[config.mk]
export PLATFORM = sky130hd
export DESIGN_NAME = card_table
export DESIGN_NICKNAME = d
export VERILOG_FILES = /design/src/rtl/card_pkg.sv /design/src/rtl/screen_pkg.sv /design/src/rtl/raster_grid_decoder.sv /design/src/rtl/card_tile.sv /design/src/rtl/deck_dealer.sv /design/src/rtl/pixel_mixer.sv /design/src/rtl/card_table.sv
export SDC_FILE = /design/constraint.sdc
export NUM_CORES = 1
export LEC_CHECK = 0
export BUFFER_PORTS_ARGS = -buffer_cell sky130_fd_sc_hd__clkbuf_2
export CORE_MARGIN = 2
export CORE_UTILIZATION = 45
export CTS_CLUSTER_SIZE = 40
export DETAILED_ROUTE_END_ITERATION = 10
export MAX_ROUTING_LAYER = met4
export PLACE_DENSITY = 0.67
export SYNTH_ARGS = -nofsm -noshare
export SYNTH_HDL_FRONTEND = slang
export SYNTH_SLANG_ARGS = --single-unit
[constraint.sdc]
create_clock -name clk -period 5.3 [get_ports clk]
set_input_delay 0.53 -clock clk [delete_from_list [all_inputs] [get_ports clk]]
set_output_delay 0.53 -clock clk [all_outputs]
set_load 0.03 [all_outputs]
[src/rtl/card_pkg.sv]
package card_pkg;

   localparam int GRID_DIM  = 4;
   localparam int NUM_CARDS = GRID_DIM * GRID_DIM;

   // card number is four times the row plus the column
   typedef logic [3:0] card_idx_t;
   typedef logic [2:0] card_color_t;

   typedef enum logic [2:0] {
      PAL_RED     = 3'd0,
      PAL_GREEN   = 3'd1,
      PAL_BLUE    = 3'd2,
      PAL_YELLOW  = 3'd3,
      PAL_MAGENTA = 3'd4,
      PAL_CYAN    = 3'd5,
      PAL_GREY    = 3'd6,
      PAL_ORANGE  = 3'd7
   } palette_e;

   typedef enum logic {
      DEALING,
      DEALT
   } deal_state_e;

   // packed as red, green, blue with 8 bits each
   function automatic logic [23:0] palette_rgb(palette_e c);
      case (c)
         PAL_RED:     return {8'd200, 8'd0,   8'd0};
         PAL_GREEN:   return {8'd0,   8'd200, 8'd0};
         PAL_BLUE:    return {8'd0,   8'd0,   8'd200};
         PAL_YELLOW:  return {8'd200, 8'd200, 8'd0};
         PAL_MAGENTA: return {8'd200, 8'd0,   8'd200};
         PAL_CYAN:    return {8'd0,   8'd200, 8'd200};
         PAL_GREY:    return {8'd180, 8'd180, 8'd180};
         PAL_ORANGE:  return {8'd255, 8'd102, 8'd0};
         default:     return 24'd0;
      endcase
   endfunction

endpackage

[src/rtl/screen_pkg.sv]
package screen_pkg;

   // raster counter widths as the video timing block delivers them
   typedef logic [11:0] hcount_t;
   typedef logic [10:0] vcount_t;

   // offset inside one card, wide enough for the card size
   typedef logic [6:0] offset_t;

   typedef logic [7:0] rgb_t;

   // default layout of the 4 by 4 play field
   localparam int DEF_H_START   = 699;
   localparam int DEF_V_START   = 400;
   localparam int DEF_CARD_SIZE = 128;
   localparam int DEF_CARD_GAP  = 32;
   localparam int DEF_BORDER    = 8;

   localparam rgb_t COLOR_WHITE = 8'd255;

endpackage

[src/rtl/raster_grid_decoder.sv]
`timescale 1ns/1ps

module raster_grid_decoder
   import card_pkg::*;
   import screen_pkg::*;
#(
   parameter int H_START   = DEF_H_START,
   parameter int V_START   = DEF_V_START,
   parameter int CARD_SIZE = DEF_CARD_SIZE,
   parameter int CARD_GAP  = DEF_CARD_GAP
) (
   input  logic                     clk,
   input  logic                     reset,
   input  hcount_t                  hcnt,
   input  vcount_t                  vcnt,
   output logic    [GRID_DIM-1:0]   col_hit,
   output offset_t [GRID_DIM-1:0]   col_offset,
   output logic    [GRID_DIM-1:0]   row_hit,
   output offset_t [GRID_DIM-1:0]   row_offset
);

   localparam int PITCH = CARD_SIZE + CARD_GAP;

   hcount_t h_rel [GRID_DIM];
   vcount_t v_rel [GRID_DIM];

   // counts left of a span wrap around to large values, so one compare does
   always_comb
   begin
      for (int c = 0; c < GRID_DIM; c++)
      begin
         h_rel[c] = hcnt - hcount_t'(H_START + c * PITCH);
         v_rel[c] = vcnt - vcount_t'(V_START + c * PITCH);
      end
   end

   always_ff @(posedge clk or negedge reset)
   begin
      if (!reset)
      begin
         col_hit <= '0;
         row_hit <= '0;
      end
      else
      begin
         for (int c = 0; c < GRID_DIM; c++)
         begin
            col_hit[c] <= (h_rel[c] < CARD_SIZE);
            row_hit[c] <= (v_rel[c] < CARD_SIZE);
         end
      end
   end

   always_ff @(posedge clk)
   begin
      for (int c = 0; c < GRID_DIM; c++)
      begin
         col_offset[c] <= offset_t'(h_rel[c]); // only meaningful while the hit is set
         row_offset[c] <= offset_t'(v_rel[c]);
      end
   end

   // the gap between cards keeps the spans apart
   a_single_span : assert property (
      @(posedge clk) disable iff (!reset)
      $onehot0(col_hit) && $onehot0(row_hit)
   );

endmodule

[src/rtl/card_tile.sv]
`timescale 1ns/1ps

module card_tile
   import card_pkg::*;
   import screen_pkg::*;
#(
   parameter int CARD_SIZE = DEF_CARD_SIZE,
   parameter int BORDER    = DEF_BORDER,
   parameter int INDEX     = 0
) (
   input  logic          clk,
   input  logic          reset,
   input  logic          col_hit,
   input  logic          row_hit,
   input  offset_t       col_offset,
   input  offset_t       row_offset,
   input  logic [3:0]    timer_tens,
   input  logic [3:0]    timer_ones,
   input  logic          flip,
   input  logic          key1,
   input  logic          key2,
   input  logic [1:0]    cursor_x,
   input  logic [1:0]    cursor_y,
   input  card_color_t   color,
   output logic          tile_hit,
   output logic          tile_lit,
   output card_color_t   tile_color
);

   localparam int MY_COL = INDEX % GRID_DIM;
   localparam int MY_ROW = INDEX / GRID_DIM;

   logic preview;
   logic key_here;
   logic face_up;
   logic face_up_q;
   logic in_face;

   // countdown digits are BCD, so below 05 means tens zero and ones under five
   assign preview = (timer_tens == 4'd0) && (timer_ones < 4'd5);

   assign key_here = (key1 || key2)
                     && (cursor_x == 2'(MY_COL))
                     && (cursor_y == 2'(MY_ROW));

   assign face_up = preview || flip || key_here;

   assign in_face = (col_offset >= BORDER) && (col_offset < CARD_SIZE - BORDER)
                    && (row_offset >= BORDER) && (row_offset < CARD_SIZE - BORDER);

   always_ff @(posedge clk or negedge reset)
   begin
      if (!reset)
      begin
         face_up_q <= 1'b0;
         tile_hit  <= 1'b0;
         tile_lit  <= 1'b0;
      end
      else
      begin
         face_up_q <= face_up; // the controls wait one cycle to meet the registered offsets
         tile_hit  <= col_hit && row_hit;
         tile_lit  <= col_hit && row_hit && face_up_q && in_face; // border stays white
      end
   end

   // the deal is static once done, so the color needs no pipeline stage
   assign tile_color = color;

endmodule

[src/rtl/deck_dealer.sv]
`timescale 1ns/1ps

module deck_dealer
   import card_pkg::*;
(
   input  logic                           clk,
   input  logic                           reset,
   output card_color_t [NUM_CARDS-1:0]    card_colors
);

   deal_state_e state;
   card_idx_t   deal_cnt;
   logic [3:0]  lfsr;
   logic        feedback;
   logic        deal_we;

   assign feedback = lfsr[3] ^ lfsr[2];
   assign deal_we  = (state == DEALING);

   always_ff @(posedge clk or negedge reset)
   begin
      if (!reset)
      begin
         state    <= DEALING;
         deal_cnt <= '0;
         lfsr     <= 4'hf; // all ones, the only seed the deal ever uses
      end
      else if (deal_we)
      begin
         deal_cnt <= deal_cnt + card_idx_t'(1);
         lfsr     <= {lfsr[2:0], feedback};
         if (deal_cnt == card_idx_t'(NUM_CARDS - 1))
         begin
            state <= DEALT;
         end
      end
   end

   // entries read as zero until the deal reaches them
   always_ff @(posedge clk or negedge reset)
   begin
      if (!reset)
      begin
         card_colors <= '0;
      end
      else if (deal_we)
      begin
         card_colors[deal_cnt] <= lfsr[2:0];
      end
   end

   // once dealt the table never changes until the next reset
   a_deal_frozen : assert property (
      @(posedge clk) disable iff (!reset)
      (state == DEALT) |=> (state == DEALT) && $stable(card_colors)
   );

endmodule

[src/rtl/pixel_mixer.sv]
`timescale 1ns/1ps

module pixel_mixer
   import card_pkg::*;
   import screen_pkg::*;
(
   input  logic                           clk,
   input  logic                           reset,
   input  logic        [NUM_CARDS-1:0]    tile_hit,
   input  logic        [NUM_CARDS-1:0]    tile_lit,
   input  card_color_t [NUM_CARDS-1:0]    tile_color,
   output rgb_t                           red,
   output rgb_t                           green,
   output rgb_t                           blue
);

   logic        any_hit;
   logic        hit_lit;
   card_color_t hit_color;
   logic [23:0] face_rgb;

   // at most one tile claims a pixel, so a plain scan is enough
   always_comb
   begin
      any_hit   = 1'b0;
      hit_lit   = 1'b0;
      hit_color = '0;
      for (int i = 0; i < NUM_CARDS; i++)
      begin
         if (tile_hit[i])
         begin
            any_hit   = 1'b1;
            hit_lit   = tile_lit[i];
            hit_color = tile_color[i];
         end
      end
   end

   assign face_rgb = palette_rgb(palette_e'(hit_color));

   always_ff @(posedge clk or negedge reset)
   begin
      if (!reset)
      begin
         {red, green, blue} <= '0;
      end
      else if (!any_hit)
      begin
         {red, green, blue} <= '0; // gaps and the area around the grid
      end
      else if (hit_lit)
      begin
         {red, green, blue} <= face_rgb;
      end
      else
      begin
         {red, green, blue} <= {3{COLOR_WHITE}};
      end
   end

   // the decoder and the sixteen tiles together must never claim a pixel twice
   a_one_tile : assert property (
      @(posedge clk) disable iff (!reset)
      $onehot0(tile_hit)
   );

endmodule

[src/rtl/card_table.sv]
`timescale 1ns/1ps

module card_table
   import card_pkg::*;
   import screen_pkg::*;
#(
   parameter int H_START   = DEF_H_START,
   parameter int V_START   = DEF_V_START,
   parameter int CARD_SIZE = DEF_CARD_SIZE,
   parameter int CARD_GAP  = DEF_CARD_GAP,
   parameter int BORDER    = DEF_BORDER
) (
   input  logic                           clk,
   input  logic                           reset,
   input  hcount_t                        hcnt,
   input  vcount_t                        vcnt,
   input  logic        [3:0]              timer_tens,
   input  logic        [3:0]              timer_ones,
   input  logic                           key1,
   input  logic                           key2,
   input  logic        [1:0]              cursor_x,
   input  logic        [1:0]              cursor_y,
   input  logic        [NUM_CARDS-1:0]    flip,
   output rgb_t                           red,
   output rgb_t                           green,
   output rgb_t                           blue,
   output card_color_t [NUM_CARDS-1:0]    card_colors
);

   logic        [GRID_DIM-1:0]  col_hit;
   logic        [GRID_DIM-1:0]  row_hit;
   offset_t     [GRID_DIM-1:0]  col_offset;
   offset_t     [GRID_DIM-1:0]  row_offset;
   logic        [NUM_CARDS-1:0] tile_hit;
   logic        [NUM_CARDS-1:0] tile_lit;
   card_color_t [NUM_CARDS-1:0] tile_color;

   raster_grid_decoder #(
      .H_START   (H_START),
      .V_START   (V_START),
      .CARD_SIZE (CARD_SIZE),
      .CARD_GAP  (CARD_GAP)
   ) u_decoder (
      .clk        (clk),
      .reset      (reset),
      .hcnt       (hcnt),
      .vcnt       (vcnt),
      .col_hit    (col_hit),
      .col_offset (col_offset),
      .row_hit    (row_hit),
      .row_offset (row_offset)
   );

   deck_dealer u_dealer (
      .clk         (clk),
      .reset       (reset),
      .card_colors (card_colors)
   );

   // tile k sits in column k mod 4 and row k div 4
   for (genvar k = 0; k < NUM_CARDS; k++)
   begin : g_tile
      card_tile #(
         .CARD_SIZE (CARD_SIZE),
         .BORDER    (BORDER),
         .INDEX     (k)
      ) u_tile (
         .clk        (clk),
         .reset      (reset),
         .col_hit    (col_hit[k % GRID_DIM]),
         .row_hit    (row_hit[k / GRID_DIM]),
         .col_offset (col_offset[k % GRID_DIM]),
         .row_offset (row_offset[k / GRID_DIM]),
         .timer_tens (timer_tens),
         .timer_ones (timer_ones),
         .flip       (flip[k]),
         .key1       (key1),
         .key2       (key2),
         .cursor_x   (cursor_x),
         .cursor_y   (cursor_y),
         .color      (card_colors[k]),
         .tile_hit   (tile_hit[k]),
         .tile_lit   (tile_lit[k]),
         .tile_color (tile_color[k])
      );
   end

   pixel_mixer u_mixer (
      .clk        (clk),
      .reset      (reset),
      .tile_hit   (tile_hit),
      .tile_lit   (tile_lit),
      .tile_color (tile_color),
      .red        (red),
      .green      (green),
      .blue       (blue)
   );

endmodule

==> results of run 1 <==
==> flip-flops by register name (all words and copies together), names as in the netlist <==
register                 cells
g_tile.u_tile.face_up_q     16
g_tile.u_tile.tile_hit      16
g_tile.u_tile.tile_lit      16
u_dealer.card_colors        48
u_dealer.deal_cnt            4
u_dealer.lfsr                4
u_dealer.state               1
u_decoder.col_hit            4
u_decoder.col_offset         8
u_decoder.row_hit            4
u_decoder.row_offset         8
u_mixer.blue                 2
u_mixer.green                5
u_mixer.red                  4
==> report_power, final <==
part / total [uW] / internal [uW] / switching, uW
logic: 145 / 51.2 / 93.4
registers: 1110 / 1100 / 16.6
clock network: 1280 / 859 / 425
total: 2540 / 2000 / 535
==> area by class of cell <==
cell class	instances	area [um^2]	area share (%)
clock buffer	21	460	5.93
sequential	140	3430	44.1
clock inverter	11	190	2.45
inverter	25	95.1	1.22
multi-input combinational	395	2750	35.3
tap	180	225	2.90
timing repair buffer	124	626	8.05
==> final timing paths <==
kind,from,to,cells after the start
max,g_tile[5].u_tile.tile_hit,u_mixer.blue[6],8
min,reset,u_dealer.card_colors[10],1
max reg2reg,g_tile[5].u_tile.tile_hit,u_mixer.blue[6],8
min reg2reg,g_tile[1].u_tile.face_up_q,g_tile[1].u_tile.tile_lit,1
max in group asynchronous,reset,u_decoder.col_hit[3],2
min in group clk,vcnt[3],u_decoder.row_offset[17],1
==> cell usage in the layout (no fill, tap or decap), types with 5 or more instances in the layout <==
cell         n
clkbuf_2   122
dfrtp_1    120
mux2_2      51
nor2_1      45
nand2_1     41
inv_1       24
a21oi_1     22
or3_1       21
and3_1      17
clkbuf_16   17
and2_1      16
dfxtp_1     16
o21ai_0     15
xnor2_1     14
a31oi_1     13
nand2b_1    12
nor3_1      12
nand4_1     11
o211ai_1    10
ha_1         9
o211a_1      8
nor4_1       7
nor3b_1      6
nand4b_1     6
nor2b_1      5
bufinv_16    5
==> cell families after synthesis <==
group                    synth area share (%)
multiplexers                             9.50
adder cells (fa/ha/maj)                  1.74
AND/OR/NAND/NOR                          18.2
AO/OA/AOI/OAI                            10.7
buffers and inverters                    4.49
flip-flops                               53.0
XOR/XNOR                                 2.30
==> layer usage <==
metal | share of wire, % | global-route usage (%) | wire [um]
met1 | 43 | 25.4 | 6240
met4 | 2.3 | 8.45 | 330
met2 | 49 | 32.5 | 7120
met5 | 0 | - | 0
met3 | 6.4 | 4.90 | 929
==> stage by stage <==
| step | cell area (um^2) | hold slack (ns) | power [uW] |
|---|---|---|---|
| global route | 7770 | 0.199 | 2640 |
| finish | 7770 | 0.209 | 2540 |
| CTS | 7770 | 0.198 | 2570 |
| detailed placement | 7120 | 0.461 | 1280 |
| floorplan | 6460 | 0.234 | 1210 |
| global placement | 7120 | 0.464 | 1270 |
==> flow_summary.json, run 1 <==
{
  "ios": 127,
  "drv_slew": 0,
  "cp_cell_sequence": "nor2_1 -> a31oi_1 -> nor4_1 -> or2_4 -> clkinv_2 -> ha_1 -> nor3b_1 -> a211oi_2",
  "grt_max_degree": 69,
  "postCtsHoldBufs": 0,
  "routed_wl_um": 14600,
  "worstSetupPathType": "flip-flop to flip-flop",
  "remaining_drc_errors": 0,
  "wl_per_cell_um": 16.3,
  "clk_latency_ns": 0.42,
  "via_count": 4925,
  "finalSetupViolCount": 0,
  "cap_viol_max_count": 0,
  "fin_tns_setup_ns": 0,
  "cts-resized-gates": 0,
  "die_w_um": 124,
  "detailedPlace.worstSlack_ns": 3.07,
  "drive_above_1_share_pct": 31.7,
  "synthTopCellsByArea": "dfrtp_1 (46%), mux2_2 (8.9%), dfxtp_1 (5.0%)",
  "area.growth.synth_to_final_pct": 20.2,
  "antenna_found_initial": 0,
  "fmax_ghz": 0.437,
  "grtUsageTotal_pct": 20.5,
  "post-route-period-util_pct": 43.2,
  "worst_setup_path_end_kind": "flip-flop",
  "cts_buffers": 17,
  "synth_cell_types": 67,
  "die_area_mm2": 0.0153,
  "htreeDepth": 4,
  "synth_ff_type": "dfrtp_1",
  "drt-vias-per-instance": 5.50,
  "placed_cells": 864,
  "critPathMaxStageDelay_ns": 0.49,
  "synth.cell_area_mm2": 0.00646,
  "row_count": 43,
  "fin_nets": 767,
  "cp_data_required_time_ns": 5.58,
  "hpwl_um": 10900,
  "final_cells": 896,
  "slew-limit-headroom_pct": 43.3,
  "fillers": 1211,
  "outcome": "completed",
  "postSynthAreaPerCell_um2": 10.9,
  "path_clk_slew_ns": 0.05,
  "crit_buf_inv": 1,
  "hold_viol_final": 0,
  "cp_max_fo": 9,
  "regToRegSetupSlack_ns": 3.01,
  "initial_core_util_pct": 46.4,
  "overflow": 0,
  "cts_tree": "built",
  "synth_edf_count": 0,
  "power_density_mw_per_mm2": 327,
  "die_h_um": 124,
  "port-buffer-count": 123,
  "worst_pin_slew_ns": 0.850,
  "yosysWarnings": 0,
  "crit_slowest_cell": "dfrtp_1",
  "cts.sinks": 140,
  "fin_crit_ns": 2.29,
  "place_congestion": 0.820,
  "arrival_ns": 2.57,
  "async_flop_share_pct": 88.6,
  "leakagePower_uw": 0.00389,
  "synth_top_cells_by_count": "dfrtp_1 (120), mux2_2 (51), nor2_1 (45)",
  "yosysMostFrequentCell": "dfrtp_1",
  "synth_area_leader_cell": "dfrtp_1",
  "grt_pass1_vias": 4673,
  "fin_util_pct": 55.8,
  "critPathTopFamily": "simple AND/OR/NAND/NOR gates",
  "ys_seq_area_share_pct": 53.0,
  "synthCells": 594,
  "ys_ff_latch": 140,
  "coreArea_mm2": 0.0139,
  "grt_pass1_wl_um": 23100,
  "ctsLongestPathBuffers": 2,
  "drt_iter0_drc": 347,
  "first_pass_iters": 5,
  "fin_skew_ns": 0.00458,
  "syn-num-nets": 658,
  "worst_hold_path_type": "input pin to asynchronous set/reset pin",
  "fin_ws_ns": 3.01,
  "cts_setup_buffers": 0,
  "ant_nets": 0,
  "peakVddDrop_mv": 0.252,
  "diodes": 0,
  "synth_top_area_share_pct": 46.5,
  "grt_setup_unrepaired": "false",
  "start_kind": "flip-flop",
  "root_buffer": "clkbuf_16"
}
(Power assumes the default switching activity.)
==> run 2: changes to the inputs <==
--- a/config.mk
+++ b/config.mk
@@ -11,7 +11,7 @@
 export CTS_CLUSTER_SIZE = 40
 export DETAILED_ROUTE_END_ITERATION = 10
 export MAX_ROUTING_LAYER = met4
-export PLACE_DENSITY = 0.67
+export PLACE_DENSITY = 0.7
 export SYNTH_ARGS = -nofsm -noshare
 export SYNTH_HDL_FRONTEND = slang
 export SYNTH_SLANG_ARGS = --single-unit
==> constraint.sdc (replaced) <==
create_clock -name clk -period 2.03 [get_ports clk]
set_input_delay 0.203 -clock clk [delete_from_list [all_inputs] [get_ports clk]]
set_output_delay 0.203 -clock clk [all_outputs]
set_load 0.03 [all_outputs]
==> run 2 against run 1 <==
  * Wire length up 7.2%
  * Count of clock-buffer cells in the layout stayed put
  * Register-to-register slack worse by 3.0 ns
  * Flip-flop and latch count stayed put
  * Non-clock buffer count rose by 48
  * Via count increased by 4.2%
  * Sequential share of layout area fell by 2.3 points
  * Power rose to 2.5 times the previous value
  * Clock power grew 140%
  * Largest cell class unchanged
==> flow_summary.json, run 2 (same netlist as run 1, synthesis figures left out) <==
{
  "ctsLongestPathBuffers": 2,
  "routed-wl-met2_um": 7840,
  "met1_length_um": 6780,
  "detailedPlace.worstSlack_ns": 0.0473,
  "final_area_mm2": 0.00821,
  "critPathMaxStageDelay_ns": 0.57,
  "remaining_drc_errors": 0,
  "worstSetupPathType": "flip-flop to flip-flop",
  "final_common_cell": "clkbuf_2",
  "port-buffer-count": 123,
  "cp_data_required_time_ns": 2.33,
  "largest_reg_flops": 48,
  "r2r_cells": 8,
  "routed_wl_um": 15700,
  "cp_max_fo": 6,
  "cts_tree": "built",
  "worst_setup_path_end_kind": "flip-flop",
  "overflow": 0,
  "via_count": 5131,
  "path_clk_slew_ns": 0.06,
  "fmax_ghz": 0.505,
  "worstHoldPathCells": 2,
  "crit_slowest_cell": "or4_4",
  "wl_per_cell_um": 16.6,
  "fin_skew_ns": 0.0118,
  "drive_above_1_share_pct": 35.5,
  "post-route-period-util_pct": 97.6,
  "cts_buffers": 17,
  "top_register": "u_dealer.card_colors",
  "htreeDepth": 4,
  "die_w_um": 124,
  "crit_buf_inv": 1,
  "cap_viol_max_count": 0,
  "coreArea_mm2": 0.0139,
  "drt-vias-per-instance": 5.44,
  "drt_iter0_drc": 333,
  "r2r_start": "g_tile[3].u_tile.tile_hit",
  "leakagePower_uw": 0.00409,
  "hold_viol_final": 0,
  "mostFrequentLayoutCells": "clkbuf_2 (122), dfrtp_1 (114), mux2_2 (51)",
  "ios": 127,
  "power_density_mw_per_mm2": 780,
  "ant_nets": 0,
  "clk_latency_ns": 0.42,
  "fin_nets": 815,
  "critPathTopFamily": "simple AND/OR/NAND/NOR gates",
  "root_buffer": "clkbuf_16",
  "grtUsageTotal_pct": 21.8,
  "placed_cells": 885,
  "fillers": 1132,
  "finalSetupViolCount": 0,
  "drv_slew": 0,
  "diodes": 0,
  "die_h_um": 124,
  "cts.sinks": 140,
  "finalPower_uw": 6410,
  "grt_max_degree": 45,
  "dpl_cell_area_mm2": 0.00729,
  "row_count": 43,
  "r2r_end": "u_mixer.blue[6]",
  "worst_pin_slew_ns": 0.672,
  "hpwl_um": 11500,
  "wl_met3_um": 810,
  "fin_crit_ns": 1.98,
  "arrival_ns": 2.28,
  "antenna_found_initial": 0,
  "area.growth.synth_to_final_pct": 27.0,
  "place_congestion": 0.878,
  "outcome": "completed",
  "whs_endpoint": "u_decoder.col_offset[4]",
  "grt_pass1_wl_um": 24700,
  "start_kind": "flip-flop",
  "final_cells": 944,
  "fin_ws_ns": 0.0495,
  "highest_layer": "met4",
  "worst_hold_path_type": "input pin to flip-flop",
  "grt_pass1_vias": 5006,
  "die_area_mm2": 0.0153,
  "fin_tns_setup_ns": 0,
  "holdCritStartpoint": "hcnt[4]",
  "initial_core_util_pct": 46.4,
  "cp_cell_sequence": "buf_6 -> nor2b_4 -> a21oi_2 -> a31oi_1 -> or4_4 -> nand2_4 -> and2_4 -> a211oi_2",
  "first_pass_iters": 5,
  "peakVddDrop_mv": 0.631,
  "regToRegSetupSlack_ns": 0.05,
  "slew-limit-headroom_pct": 55.0
}
[run 2: changes by cell type in the layout (fill, tap and decap cells not counted), sizes merged]
cell         previous run  this run
bufinv                  5         3
inv                    25        24
clkinv                  5         7
dlygate4sd3             0        20
clkinvlp                1         2
buf                     2        30
[run 2: worst max path at each step]
stage                               start               end  slack (ns)  cells past startpoint
2_1_floorplan     u_dealer.card_colors[0]   u_mixer.blue[6]        0.12                      9
3_3_place_gp    g_tile[3].u_tile.tile_hit   u_mixer.blue[6]        0.04                      9
3_5_place_dp    g_tile[2].u_tile.tile_hit  u_mixer.green[7]        0.05                      8
4_1_cts        g_tile[11].u_tile.tile_hit   u_mixer.blue[6]        0.02                      9
5_1_grt         g_tile[3].u_tile.tile_hit   u_mixer.blue[6]       -0.01                      8
6_report        g_tile[3].u_tile.tile_hit   u_mixer.blue[6]        0.05                      8
[run 2: final cells by class]
class                   count  area (um^2)  area share (%)
flip-flops and latches    140         3440            41.8
multi-input cells         395         2800            34.1
repair buffers            172         1060            12.9
clock buffers              21          450            5.49
well taps                 180          225            2.74
clock inverters            11          146            1.78
inverters                  25         95.1            1.16
[run 2: where the power goes]
group / internal [uW] / switching [uW]
registers: 2860 / 44.9
logic: 171 / 256
clock network: 1960 / 1110
total: 4990 / 1420
[run 2: what timing repair did]
| action | CTS | global route |
|---|---|---|
| setup endpoints to repair | 0 | 6 |
| hold buffers | 20 | 0 |
| gates resized for setup | 0 | 20 |
| buffers inserted | 0 | 7 |
| endpoints found under the hold margin | 57 | 0 |
[run 2: worst reg2reg max path: cells and delay by family, from the launching register on]
kind / cells / cell delay (ns)
AND/OR/NAND/NOR: 4 / 0.99
flip-flops: 1 / 0.45
AO/OA/AOI/OAI: 3 / 0.27
buffers and inverters: 1 / 0.14
[run 2: routing by layer]
metal / vias up / track usage [%]
met5: - / -
met4: 0 / 8.31
met3: 21 / 3.94
met1: 2508 / 26.6
met2: 175 / 36.2
li1: 2427 / -
[run 2: stage by stage]
step	hold slack, ns	util (%)
6_report	0.0187	58.9
5_1_grt	0.0160	58.9
4_1_cts	0.00381	58.0
3_5_place_dp	0.222	52.3
3_3_place_gp	0.209	52.3
2_1_floorplan	-0.0926	-
==> run 3: changes to the inputs <==
--- a/config.mk
+++ b/config.mk
@@ -7,11 +7,10 @@
 export LEC_CHECK = 0
 export BUFFER_PORTS_ARGS = -buffer_cell sky130_fd_sc_hd__clkbuf_2
 export CORE_MARGIN = 2
-export CORE_UTILIZATION = 45
+export CORE_UTILIZATION = 50
 export CTS_CLUSTER_SIZE = 40
 export DETAILED_ROUTE_END_ITERATION = 10
-export MAX_ROUTING_LAYER = met4
-export PLACE_DENSITY = 0.7
+export PLACE_DENSITY = 0.86
 export SYNTH_ARGS = -nofsm -noshare
 export SYNTH_HDL_FRONTEND = slang
 export SYNTH_SLANG_ARGS = --single-unit
==> run 3 against run 2 <==
  * Utilization grew 5.7 points
  * Maximum frequency decreased by 0.53%
  * Design area decreased by 0.69%
  * Clock power fell by 4%
  * Register-to-register slack is essentially flat
  * Final cell count fell by 1.5%
  * Sequential power barely moved
  * Power fell by 2.0%
  * Largest cell class unchanged
  * Highest routed layer unchanged
==> flow_summary.json, run 3 (same netlist as run 1, synthesis figures left out) <==
{
  "cpMostUsedCell": "buf_4",
  "crit_buf_inv": 3,
  "worstHoldPathCells": 2,
  "drt-vias-per-instance": 5.57,
  "fin_crit_ns": 1.99,
  "peakVddDrop_mv": 0.613,
  "drv_slew": 0,
  "cp_cell_sequence": "nor2_2 -> buf_4 -> a31oi_1 -> o31ai_2 -> buf_4 -> a211o_2 -> buf_4 -> a31oi_1",
  "hpwl_um": 11400,
  "grtUsageTotal_pct": 23.3,
  "start_kind": "flip-flop",
  "antenna_found_initial": 0,
  "drive_above_1_share_pct": 35.2,
  "slew-limit-headroom_pct": 51.9,
  "cp_num_cells": 8,
  "cts.sinks": 140,
  "grt_setup_unrepaired": "true",
  "root_buffer": "clkbuf_16",
  "worstSetupPathType": "flip-flop to flip-flop",
  "via_count": 5179,
  "cts_tree": "built",
  "path_clk_slew_ns": 0.06,
  "fmax_ghz": 0.502,
  "htreeDepth": 4,
  "critPathTopFamily": "compound AO/OA/AOI/OAI gates",
  "mostFrequentLayoutCells": "clkbuf_2 (122), dfrtp_1 (117), mux2_2 (51)",
  "grt_pass1_vias": 5318,
  "leakagePower_uw": 0.00407,
  "cp-startpoint": "g_tile[5].u_tile.tile_hit",
  "worst_pin_slew_ns": 0.719,
  "post-route-period-util_pct": 98.1,
  "remaining_drc_errors": 0,
  "outcome": "completed",
  "row_count": 41,
  "clk_latency_ns": 0.42,
  "fin_skew_ns": 0.00656,
  "cp_data_required_time_ns": 2.36,
  "final_common_cell": "clkbuf_2",
  "die_area_mm2": 0.0139,
  "r2r_cells": 8,
  "coreArea_mm2": 0.0126,
  "finalSetupViolCount": 0,
  "hold_viol_final": 0,
  "wl_per_cell_um": 17.0,
  "top_register": "u_dealer.card_colors",
  "area.growth.synth_to_final_pct": 26.2,
  "overflow": 0,
  "fin_util_pct": 64.6,
  "critPathMaxStageDelay_ns": 0.54,
  "largest_reg_flops": 48,
  "fillers": 967,
  "r2r_start": "g_tile[5].u_tile.tile_hit",
  "crit_slowest_cell": "dfrtp_1",
  "grt_max_degree": 40,
  "power_density_mw_per_mm2": 770,
  "grt_pass1_wl_um": 25900,
  "die_h_um": 118,
  "fin_tns_setup_ns": 0,
  "cp_max_fo": 9,
  "worst_setup_path_end_kind": "flip-flop",
  "critPathCapture": "u_mixer.red[7]",
  "cts_buffers": 17,
  "drt_iter0_drc": 348,
  "routed_wl_um": 15800,
  "first_pass_iters": 4,
  "regToRegSetupSlack_ns": 0.04,
  "fin_nets": 809,
  "worst_hold_path_type": "input pin to flip-flop",
  "die_w_um": 118,
  "ant_nets": 0,
  "place_congestion": 0.888,
  "port-buffer-count": 123,
  "initial_core_util_pct": 51.2,
  "diodes": 0,
  "arrival_ns": 2.33,
  "ios": 127,
  "cap_viol_max_count": 0,
  "ctsLongestPathBuffers": 2,
  "r2r_end": "u_mixer.red[7]"
}
==> run 3: what timing repair did <==
action                                  CTS  global route
resized for setup                         2            18
buffers inserted                          0             3
endpoints found under the setup margin    2             7
hold buffers                             21             0
endpoints found under the hold margin    53             0
pin swaps                                 1             7
==> run 3: power breakdown <==
| part | internal, uW | switching [uW] | leakage, uW |
|---|---|---|---|
| logic | 174 | 260 | 0.00199 |
| clock network | 1630 | 1310 | 0.000281 |
| registers | 2860 | 43.5 | 0.00180 |
==> run 3: how the worst min path moves through the flow <==
stage	start	endpoint	slack [ns]
6_report	hcnt[4]	u_decoder.col_offset[4]	0.00003
5_1_grt	hcnt[4]	u_decoder.col_offset[4]	0.02
4_1_cts	hcnt[4]	u_decoder.col_offset[4]	0.001
3_5_place_dp	reset	u_dealer.card_colors[11]	0.21
3_3_place_gp	reset	u_dealer.card_colors[10]	0.20
2_1_floorplan	reset	g_tile[0].u_tile.face_up_q	-0.09
==> run 3: layer usage <==
layer	vias to the layer above	track usage, %	routed length, um
li1	2420	-	-
met1	2508	27.9	6470
met2	222	41.9	8200
met3	29	4.02	819
met4	0	8.81	320
met5	-	0	0
==> run 3: layout make-up <==
| type | count | area (um^2) | share of cell area [%] |
|---|---|---|---|
| sequential | 140 | 3430 | 42.1 |
| multi-input combinational | 395 | 2820 | 34.6 |
| timing repair buffer | 166 | 1020 | 12.5 |
| clock buffer | 17 | 425 | 5.22 |
| tap | 172 | 215 | 2.64 |
| clock inverter | 15 | 150 | 1.84 |
| inverter | 25 | 95.1 | 1.17 |
==> run 3: stage by stage <==
stage	power, uW	std cells	setup WS (ns)	hold WS [ns]	instance area, um^2
after detailed placement	3350	874	-0.0257	0.211	7270
final	6280	930	0.0390	0.0000288	8160
after floorplan	3170	594	0.118	-0.0926	6460
after global placement	3330	874	0.0314	0.196	7270
after CTS	6310	927	0.00402	0.00137	8060
after global routing	6500	930	-0.0266	0.0191	8160
